`src/ram_pkg.sv`:
```
// ------------------------------------------------
// Shared sizes, opcodes and request/response types for the tiled scratchpad RAM
// ------------------------------------------------
`default_nettype none

package ram_pkg;

  // ------------------------------------------------
  // Sizes
  // ------------------------------------------------

  // Total number of words across all tiles
  localparam int DEPTH = 24;
  // Number of tiles, which must divide DEPTH evenly
  localparam int TILES = 3;
  // Words held by each tile
  localparam int TILE_DEPTH = DEPTH / TILES;
  // One spare MSB so that out-of-range addresses can be presented
  localparam int ADDR_W = $clog2(DEPTH) + 1;
  // Offset width inside a single tile
  localparam int TILE_ADDR_W = $clog2(TILE_DEPTH);
  // Word width
  localparam int DATA_W = 16;

  // ------------------------------------------------
  // Timing and decode selection
  // ------------------------------------------------

  // Register stages between the decode logic and the tiles
  localparam int DECODE_STAGES = 1;
  // High when DEPTH is a power of two, so the MSBs can select the tile directly
  localparam bit DEPTH_IS_POW2 = ((DEPTH & (DEPTH - 1)) == 0);

  // ------------------------------------------------
  // Types
  // ------------------------------------------------

  typedef enum logic {
    RAM_OP_READ  = 1'b0,
    RAM_OP_WRITE = 1'b1
  } ram_op_e;

  // Request as seen on the top-level port
  typedef struct packed {
    ram_op_e                   op;
    logic [ADDR_W-1:0]         addr;
    logic [DATA_W-1:0]         wdata;
  } ram_req_t;

  // Request after decode, addressed within one tile
  typedef struct packed {
    ram_op_e                   op;
    logic [TILE_ADDR_W-1:0]    tile_addr;
    logic [DATA_W-1:0]         wdata;
  } tile_req_t;

  // Response, err marks an address outside the RAM
  typedef struct packed {
    logic [DATA_W-1:0]         rdata;
    logic                      err;
  } ram_rsp_t;

endpackage : ram_pkg

`default_nettype wire

```
`src/ram_addr_decoder.sv`:
```
// ------------------------------------------------
// Steers a request to one tile by address and flags addresses beyond the RAM
// Each tile output and the error flag go through their own valid pipeline
// ------------------------------------------------
`timescale 1ns/1ps
`default_nettype none

module ram_addr_decoder (
  input  logic                                      clk,
  input  logic                                      rst_n,
  input  logic                                      in_valid,
  input  ram_pkg::ram_req_t                         in,
  output logic              [ram_pkg::TILES-1:0]    out_valid,
  output ram_pkg::tile_req_t [ram_pkg::TILES-1:0]   out,
  output logic                                      err
);

  import ram_pkg::*;

  // First address past the end of the RAM
  localparam logic [ADDR_W-1:0] END_ADDR = ADDR_W'(DEPTH);

  logic                   in_range;
  logic                   dec_err;
  logic      [TILES-1:0]  dec_valid;
  tile_req_t [TILES-1:0]  dec_req;

  // Anything at or above DEPTH goes to no tile and turns into an error pulse
  assign in_range = (in.addr < END_ADDR);
  assign dec_err  = in_valid && !in_range;

  // ------------------------------------------------
  // Tile select
  // ------------------------------------------------

  if (DEPTH_IS_POW2) begin : gen_msb_select
    // The spare top bit marks out of range, the tile select sits just below it
    localparam int SEL_W   = $clog2(TILES);
    localparam int SEL_LSB = ADDR_W - 1 - SEL_W;

    logic [SEL_W-1:0] sel;

    assign sel = in.addr[ADDR_W-2:SEL_LSB];

    for (genvar i = 0; i < TILES; i++) begin : gen_tile
      assign dec_valid[i]         = in_valid && in_range && (sel == SEL_W'(i));
      // Low bits are the offset directly when tiles are power-of-two aligned
      assign dec_req[i].tile_addr = in.addr[TILE_ADDR_W-1:0];
      assign dec_req[i].op        = in.op;
      assign dec_req[i].wdata     = in.wdata;
    end
  end else begin : gen_range_select
    for (genvar i = 0; i < TILES; i++) begin : gen_tile
      // Base is inclusive and bound is exclusive
      localparam logic [ADDR_W-1:0] TILE_BASE  = ADDR_W'(TILE_DEPTH * i);
      localparam logic [ADDR_W-1:0] TILE_BOUND = ADDR_W'(TILE_DEPTH * (i + 1));

      assign dec_valid[i] = in_valid && in_range &&
                            (in.addr >= TILE_BASE) && (in.addr < TILE_BOUND);
      // Tile bases are not aligned here, so the offset needs a real subtraction
      assign dec_req[i].tile_addr = TILE_ADDR_W'(in.addr - TILE_BASE);
      assign dec_req[i].op        = in.op;
      assign dec_req[i].wdata     = in.wdata;
    end
  end

  // ------------------------------------------------
  // Output pipelines
  // ------------------------------------------------

  // One copy per tile keeps the fanout of each register low
  for (genvar i = 0; i < TILES; i++) begin : gen_out
    ram_delay_valid delay_i (
      .clk       (clk),
      .rst_n     (rst_n),
      .in_valid  (dec_valid[i]),
      .in        (dec_req[i]),
      .out_valid (out_valid[i]),
      .out       (out[i])
    );
  end

  // Error flag rides a pipeline of the same depth with no payload
  ram_delay_valid err_delay_i (
    .clk       (clk),
    .rst_n     (rst_n),
    .in_valid  (dec_err),
    .in        ('0),
    .out_valid (err),
    .out       ()
  );

endmodule : ram_addr_decoder

`default_nettype wire

```
`src/ram_delay_valid.sv`:
```
// ------------------------------------------------
// Valid pipeline of DECODE_STAGES registers carrying one tile request
// Passes straight through when DECODE_STAGES is zero
// ------------------------------------------------
`timescale 1ns/1ps
`default_nettype none

module ram_delay_valid (
  input  logic              clk,
  input  logic              rst_n,
  input  logic              in_valid,
  input  ram_pkg::tile_req_t in,
  output logic              out_valid,
  output ram_pkg::tile_req_t out
);

  import ram_pkg::*;

  // Index 0 is the input itself, the last index feeds the outputs
  logic      [DECODE_STAGES:0] valid_stg;
  tile_req_t [DECODE_STAGES:0] data_stg;

  assign valid_stg[0] = in_valid;
  assign data_stg[0]  = in;

  for (genvar s = 1; s <= DECODE_STAGES; s++) begin : gen_stage
    // Valid bits are control state and are cleared on reset
    always_ff @(posedge clk) begin
      if (!rst_n) begin
        valid_stg[s] <= 1'b0;
      end else begin
        valid_stg[s] <= valid_stg[s-1];
      end
    end

    // Payload only moves along with a valid, so idle cycles do not toggle it
    always_ff @(posedge clk) begin
      if (valid_stg[s-1]) begin
        data_stg[s] <= data_stg[s-1];
      end
    end
  end

  assign out_valid = valid_stg[DECODE_STAGES];
  assign out       = data_stg[DECODE_STAGES];

endmodule : ram_delay_valid

`default_nettype wire

```
`src/ram_rsp_collect.sv`:
```
// ------------------------------------------------
// Merges per-tile read results and the decode error onto one registered response
// ------------------------------------------------
`timescale 1ns/1ps
`default_nettype none

module ram_rsp_collect (
  input  logic                                              clk,
  input  logic                                              rst_n,
  input  logic [ram_pkg::TILES-1:0]                         rd_valid,
  input  logic [ram_pkg::TILES-1:0][ram_pkg::DATA_W-1:0]    rdata,
  input  logic                                              err,
  output logic                                              rsp_valid,
  output ram_pkg::ram_rsp_t                                 rsp
);

  import ram_pkg::*;

  logic              err_q;
  logic              any_rd;
  logic              rsp_next;
  logic [DATA_W-1:0] merged;

  // At most one tile pulses in a cycle, so a masked OR picks its data
  always_comb begin
    merged = '0;
    for (int i = 0; i < TILES; i++) begin
      if (rd_valid[i]) begin
        merged = merged | rdata[i];
      end
    end
  end

  assign any_rd   = |rd_valid;
  assign rsp_next = any_rd || err_q;

  // The error skips the tile stage, so one register lines it up with read data
  always_ff @(posedge clk) begin
    if (!rst_n) begin
      err_q     <= 1'b0;
      rsp_valid <= 1'b0;
    end else begin
      err_q     <= err;
      rsp_valid <= rsp_next;
    end
  end

  // Error responses carry zero data
  always_ff @(posedge clk) begin
    if (rsp_next) begin
      rsp.rdata <= err_q ? '0 : merged;
      rsp.err   <= err_q;
    end
  end

endmodule : ram_rsp_collect

`default_nettype wire

```
`src/ram_tile.sv`:
```
// ------------------------------------------------
// One RAM tile of flop storage with a registered read
// Writes land on the next edge, reads return one cycle later with rd_valid
// ------------------------------------------------
`timescale 1ns/1ps
`default_nettype none

module ram_tile (
  input  logic                          clk,
  input  logic                          rst_n,
  input  logic                          req_valid,
  input  ram_pkg::tile_req_t            req,
  output logic                          rd_valid,
  output logic [ram_pkg::DATA_W-1:0]    rdata
);

  import ram_pkg::*;

  logic [DATA_W-1:0] mem [TILE_DEPTH];
  logic              do_write;
  logic              do_read;

  assign do_write = req_valid && (req.op == RAM_OP_WRITE);
  assign do_read  = req_valid && (req.op == RAM_OP_READ);

  // Storage itself has no reset, contents are undefined until written
  always_ff @(posedge clk) begin
    if (do_write) begin
      mem[req.tile_addr] <= req.wdata;
    end
  end

  // Read data is held until the next read, only rd_valid marks it fresh
  always_ff @(posedge clk) begin
    if (do_read) begin
      rdata <= mem[req.tile_addr];
    end
  end

  // One-cycle pulse per accepted read
  always_ff @(posedge clk) begin
    if (!rst_n) begin
      rd_valid <= 1'b0;
    end else begin
      rd_valid <= do_read;
    end
  end

endmodule : ram_tile

`default_nettype wire

```
`src/tiled_ram.sv`:
```
// ------------------------------------------------
// Top of the tiled scratchpad RAM with one request port and one response port
// Reads and out-of-range requests answer DECODE_STAGES + 2 cycles later
// ------------------------------------------------
`timescale 1ns/1ps
`default_nettype none

module tiled_ram (
  input  logic              clk,
  input  logic              rst_n,
  input  logic              req_valid,
  input  ram_pkg::ram_req_t req,
  output logic              rsp_valid,
  output ram_pkg::ram_rsp_t rsp
);

  import ram_pkg::*;

  // ------------------------------------------------
  // Internal wiring
  // ------------------------------------------------

  // Decoder to tiles, at most one valid bit is high at a time
  logic      [TILES-1:0]              tile_valid;
  tile_req_t [TILES-1:0]              tile_req;
  // Decoder to collector, aligned with tile_valid
  logic                               dec_err;
  // Tiles to collector
  logic      [TILES-1:0]              rd_valid;
  logic      [TILES-1:0][DATA_W-1:0]  rdata;

  // ------------------------------------------------
  // Decode
  // ------------------------------------------------

  ram_addr_decoder decoder_i (
    .clk       (clk),
    .rst_n     (rst_n),
    .in_valid  (req_valid),
    .in        (req),
    .out_valid (tile_valid),
    .out       (tile_req),
    .err       (dec_err)
  );

  // ------------------------------------------------
  // Storage tiles
  // ------------------------------------------------

  for (genvar i = 0; i < TILES; i++) begin : gen_tile
    ram_tile tile_i (
      .clk       (clk),
      .rst_n     (rst_n),
      .req_valid (tile_valid[i]),
      .req       (tile_req[i]),
      .rd_valid  (rd_valid[i]),
      .rdata     (rdata[i])
    );
  end

  // Response merge, also delays dec_err by one cycle internally
  ram_rsp_collect collect_i (
    .clk       (clk),
    .rst_n     (rst_n),
    .rd_valid  (rd_valid),
    .rdata     (rdata),
    .err       (dec_err),
    .rsp_valid (rsp_valid),
    .rsp       (rsp)
  );

endmodule : tiled_ram

`default_nettype wire

```
`config.mk`:
```
export PLATFORM = sky130hd
export DESIGN_NAME = tiled_ram
export DESIGN_NICKNAME = d
export VERILOG_FILES = /design/src/ram_pkg.sv /design/src/ram_addr_decoder.sv /design/src/ram_delay_valid.sv /design/src/ram_rsp_collect.sv /design/src/ram_tile.sv /design/src/tiled_ram.sv
export SDC_FILE = /design/constraint.sdc
export NUM_CORES = 1
export LEC_CHECK = 0
export ABC_AREA = 1
export BUFFER_PORTS_ARGS = -buffer_cell sky130_fd_sc_hd__buf_4
export CORE_MARGIN = 3
export CORE_UTILIZATION = 40
export DETAILED_ROUTE_END_ITERATION = 16
export PLACE_DENSITY = 0.57
export REMOVE_ABC_BUFFERS = 1
export SLEW_MARGIN = 20
export SYNTH_ARGS = -nofsm -noshare
export SYNTH_HDL_FRONTEND = slang
export SYNTH_HIERARCHICAL = 1
export SYNTH_SLANG_ARGS = --single-unit
```
`constraint.sdc`:
```
create_clock -name clk -period 8.69 [get_ports clk]
set_clock_uncertainty 0.15 [all_clocks]
set_input_delay 1.738 -clock clk [delete_from_list [all_inputs] [get_ports clk]]
set_output_delay 1.738 -clock clk [all_outputs]
set_load 0.02 [all_outputs]
```
Yosys cells after proc, flatten, opt, wreduce, memory -nomap -nowiden. Memory sizes are Yosys's and may differ from the RTL's. A register that Yosys moved wholly into a read port is not among the register bits. Index checks and enable logic that the tools add are counted.

Add/sub/neg operators: 2. Bitwise gates (word level): 5. Magnitude comparators: 6. Muxes and demuxes: 9. Reductions and logical operators: 17.

Operators with widths (number): $mux W16 (3); $or A16 B16 Y16 (2); $logic_and A1 B1 Y1 (14); $lt A6 B5 Y1 const B (2); $ge A6 B1 Y1 const B (1); $ge A6 B4 Y1 const B (1); $ge A6 B5 Y1 const B (1); $lt A6 B4 Y1 const B (1); $mux W1 (6); $sub A3 B1 Y3 const B (2); $not A1 Y1 (3); $reduce_or A3 Y1 (1); $logic_not A1 Y1 (1); $logic_or A1 B1 Y1 (1).

Output and inout port bits: 18. Input bits: 26. RAM bits: 384. Register bits after elaboration: 86. Memories kept: 3.

Memories: gen_tile[0].tile_i.mem (depth 8, width 16, rd ports 1, clocked after Yosys merged registers in 1, wr ports 1, RTL line ram_tile.sv:19) `logic [DATA_W-1:0] mem [TILE_DEPTH];`; gen_tile[1].tile_i.mem (depth 8, width 16, rd ports 1, clocked after Yosys merged registers in 1, wr ports 1, RTL line ram_tile.sv:19); gen_tile[2].tile_i.mem (depth 8, width 16, rd ports 1, clocked after Yosys merged registers in 1, wr ports 1, RTL line ram_tile.sv:19).

Logic depth before layout (Yosys ltp).
Word-level depth: 5. Gate-level depth with buffers: 10.

By module. Netlist, hierarchy kept.

Modules (own cells, without submodules): ram_tile (area an instance 5926.9 µm², cells an instance 522, times used 3); ram_delay_valid (area an instance 628.1 µm², cells an instance 23, times used 4); ram_rsp_collect (area an instance 1109.8 µm², cells an instance 129, times used 1); ram_addr_decoder (area an instance 50.0 µm², cells an instance 12, times used 1).

Worst setup path before layout. No wires, ideal clock.

Path type: input port to flip-flop. From: input port req[21] in the netlist's numbering. To: register decoder_i.gen_out[2].delay_i.data_stg (netlist bit decoder_i/gen_out[2].delay_i/out[0]), enable pin. Path slack: 4.869 ns. Path buffers: 0. Stages on the path: 1. Data required time: 8.115 ns. Arrival: 3.246 ns. Cells stage by stage: nor3_1.

Longest elaborated chain between the ends: 4.

Ends and longest elaborated chain: from (decl) (RTL line tiled_ram.sv:12) `input ram_pkg::ram_req_t req,`; $lt A6 B5 Y1 (RTL line ram_addr_decoder.sv:29, ram_addr_decoder.sv:59); $logic_and A1 B1 Y1 (2 in series) (RTL line ram_addr_decoder.sv:58) `assign dec_valid[i] = in_valid && in_range &&`; $logic_and A1 B1 Y1 (*) (RTL line ram_addr_decoder.sv:59) `(in.addr >= TILE_BASE) && (in.addr < TILE_BOUND);`; to (signal, indexed assignment) (RTL line ram_delay_valid.sv:39) `data_stg[s] <= data_stg[s-1];`; to (decl) (RTL line ram_delay_valid.sv:21) `tile_req_t [DECODE_STAGES:0] data_stg;`.

Mark *: on every way between the ends. The rest lies on a longest branch, timed or not. A chain may end at the register's enable or synchronous reset.

Final worst setup path.
From: register decoder_i.gen_out[0].delay_i.data_stg (netlist bit decoder_i/gen_out[0].delay_i/out[18]). To: memory gen_tile[0].tile_i.mem[6][3], enable pin.

RTL lines (RTL line): from (decl) (ram_delay_valid.sv:21); from (signal, indexed assignment) (ram_delay_valid.sv:39); to (decl) (ram_tile.sv:19).

No word-level cell before the write port.

==> impl_metrics.csv <==
group,metric,value,unit
placement,io_buffers,43,
pwr,ir_drop,0.156,mV
global_routing,grt_pass1_wl,72.4,mm
placement,place_area,0.0218,mm^2
die,start_util,40.6,%
pwr,power_frac_clock,42.1,%
clocking,clkTransAtPathRegs,0.06,ns
placement,finalWeightedCongestion,0.831,
setup_path,critPathMaxFanout,21,
detailed_routing,final_antenna_net_count,0,
detailed_routing,post_drt_wl_per_cell,18.9,um
clocking,numCtsBuffers,53,
global_routing,track_usage,17.7,%
hold_path,hold_class,"flip-flop to flip-flop",
die,io_pins,44,
global_routing,grt_overflow,0,
setup_path,critPathKind,"flip-flop to flip-flop",
pwr,finalPower,5.01,mW
detailed_routing,route.detailed.drc,0,
pwr,p_leak,9.37,nW
clocking,clock_sinks,518,
sta,fmax,0.293,GHz
setup_path,cp.required,8.84,ns
sta,worst_pin_slew,1.06,ns
global_routing,antenna_found_initial,3,
die,die_y,234,um
pwr,power.internal,3.97,mW
sta,grt_setup_unrepaired,"no",
layout,syn_to_final_growth,12.6,%
clocking,cts_resized,0,
pwr,share_comb_of_total_power,2.6,%
detailed_routing,wl,48.1,mm
detailed_routing,first_pass_iters,5,
layout,fin_nets,1848,
clocking,holdBufCountCts,0,
status,status,"finished, final reports clean",
detailed_routing,via_count,12182,
layout,final_cell_area,0.0235,mm^2
clocking,cts_tree,"yes",
setup_path,startpoint_type,"flip-flop",
pwr,swShare,20.7,%
placement,dp_hpwl,31.1,mm
setup_path,crit_arrival,3.56,ns
sta,period_minus_slack,3.41,ns
sta,setup_viol,0,
clocking,cts_root_buf,"clkbuf_16",
die,core-area,0.0514,mm^2
die,dieArea,0.0549,mm^2
die,die_width,234,um
sta,fin_crit_sh,39.2,%
global_routing,grt_max_degree,70,
sta,finalHoldViolations,0,
layout,utilization,45.7,%
synthesis,synthCells,1778,
clocking,h-tree-depth,2,
synthesis,syn_area,0.0208,mm^2
pwr,p_per_area,213,mW/mm^2
detailed_routing,drt_iter0_drc,1186,
sta,fin_setup_tns,0,ns
layout,drive_gt1_share,12.8,%
job,drv_cap,0,
sta,maxSlewHeadroom,29.0,%
clocking,cts_setup_buffers,0,
synthesis,avgSynthCellArea,11.7,um^2
sta,holdWs,0.270,ns
global_routing,grt_pass1_vias,11437,
pwr,p_switching,1.04,mW
detailed_routing,vias_per_cell,4.80,
clocking,clockBufferDepth,3,
pwr,p_seq_share,55.3,%
clocking,clk_latency,0.60,ns
layout,antenna_cells,0,
synthesis,yosys_warnings,6,
die,rows,83,
sta,slew_viol_final,0,
setup_path,end_kind,"flip-flop",
## area by class of cell
cell class | count | area [um^2]
Clock buffer | 74 | 1420
Clock inverter | 19 | 171
Fill cell | 4695 | 27900
Inverter | 36 | 143
Multi-Input combinational cell | 1139 | 4840
Sequential cell | 518 | 15500
Tap cell | 680 | 851
Timing Repair Buffer | 74 | 596
## per-stage QoR
stage,worst slack [ns],instances
6_report,5.28,2540
3_3_place_gp,5.11,2440
4_1_cts,5.32,2536
5_1_grt,5.08,2540
3_5_place_dp,5.24,2443
2_1_floorplan,4.87,1693
## power groups by stage
stage,combinational (mW),clock [mW],sequential [mW]
6_report,0.130,2.11,2.77
5_1_grt,0.144,2.27,2.77
4_1_cts,0.131,2.16,2.77
3_5_place_dp,0.130,0,2.82
3_3_place_gp,0.130,0,2.82
2_1_floorplan,0.0616,0,2.82
## layer usage
layer / up-vias / GRT usage (%) / wire [um]
met5: - / 0 / 13
met4: 2 / 6.06 / 1460
met3: 78 / 2.62 / 2930
met2: 368 / 27.2 / 21900
met1: 5790 / 25.8 / 21800
li1: 5944 / - / -
## registers in the layout, indices dropped and copies added, names as in the netlist
register	count
collect_i/err_q	1
collect_i/rsp	17
collect_i/rsp_valid	1
decoder_i/err_delay_i/out_valid	1
decoder_i/gen_out.delay_i/out	60
decoder_i/gen_out.delay_i/out_valid	3
gen_tile.tile_i/mem	384
gen_tile.tile_i/rd_valid	3
gen_tile.tile_i/rdata	48
## placed cells by master, fill, tap and decap left out, types with 3 or more instances in the layout
cell type / n
nand2_1: 1027
edfxtp_1: 509
buf_4: 67
nand2_2: 57
clkbuf_16: 53
inv_1: 30
clkbuf_1: 20
nor4_4: 13
nor4_2: 11
dfxtp_1: 9
nand3_2: 8
nand3_1: 8
clkinv_1: 7
clkinv_2: 6
nor2_1: 5
inv_4: 3
inv_2: 3
nor3b_1: 3
buf_6: 3
buf_8: 3
## critical path, cell delays in order (launching register included)
cell      delay, ns
edfxtp_1       0.97
inv_1          0.65
nor4_2         1.00
buf_4          0.33
## path summary, 6_finish.rpt
path                                                                     start                                     end  slack, ns  depth (start not counted)
worst max-delay path            decoder_i/gen_out[0].delay_i/out[18]$_DFFE_PP_  gen_tile[0].tile_i/mem[6][3]$_DFFE_PP_       5.28                          3
worst max register to register  decoder_i/gen_out[0].delay_i/out[18]$_DFFE_PP_  gen_tile[0].tile_i/mem[6][3]$_DFFE_PP_       5.28                          3
worst min register to register      decoder_i/err_delay_i/out_valid$_SDFF_PN0_              collect_i/err_q$_SDFF_PN0_       0.27                          2
worst min-delay path                decoder_i/err_delay_i/out_valid$_SDFF_PN0_              collect_i/err_q$_SDFF_PN0_       0.27                          2
Power figures use the tool's default switching activity.
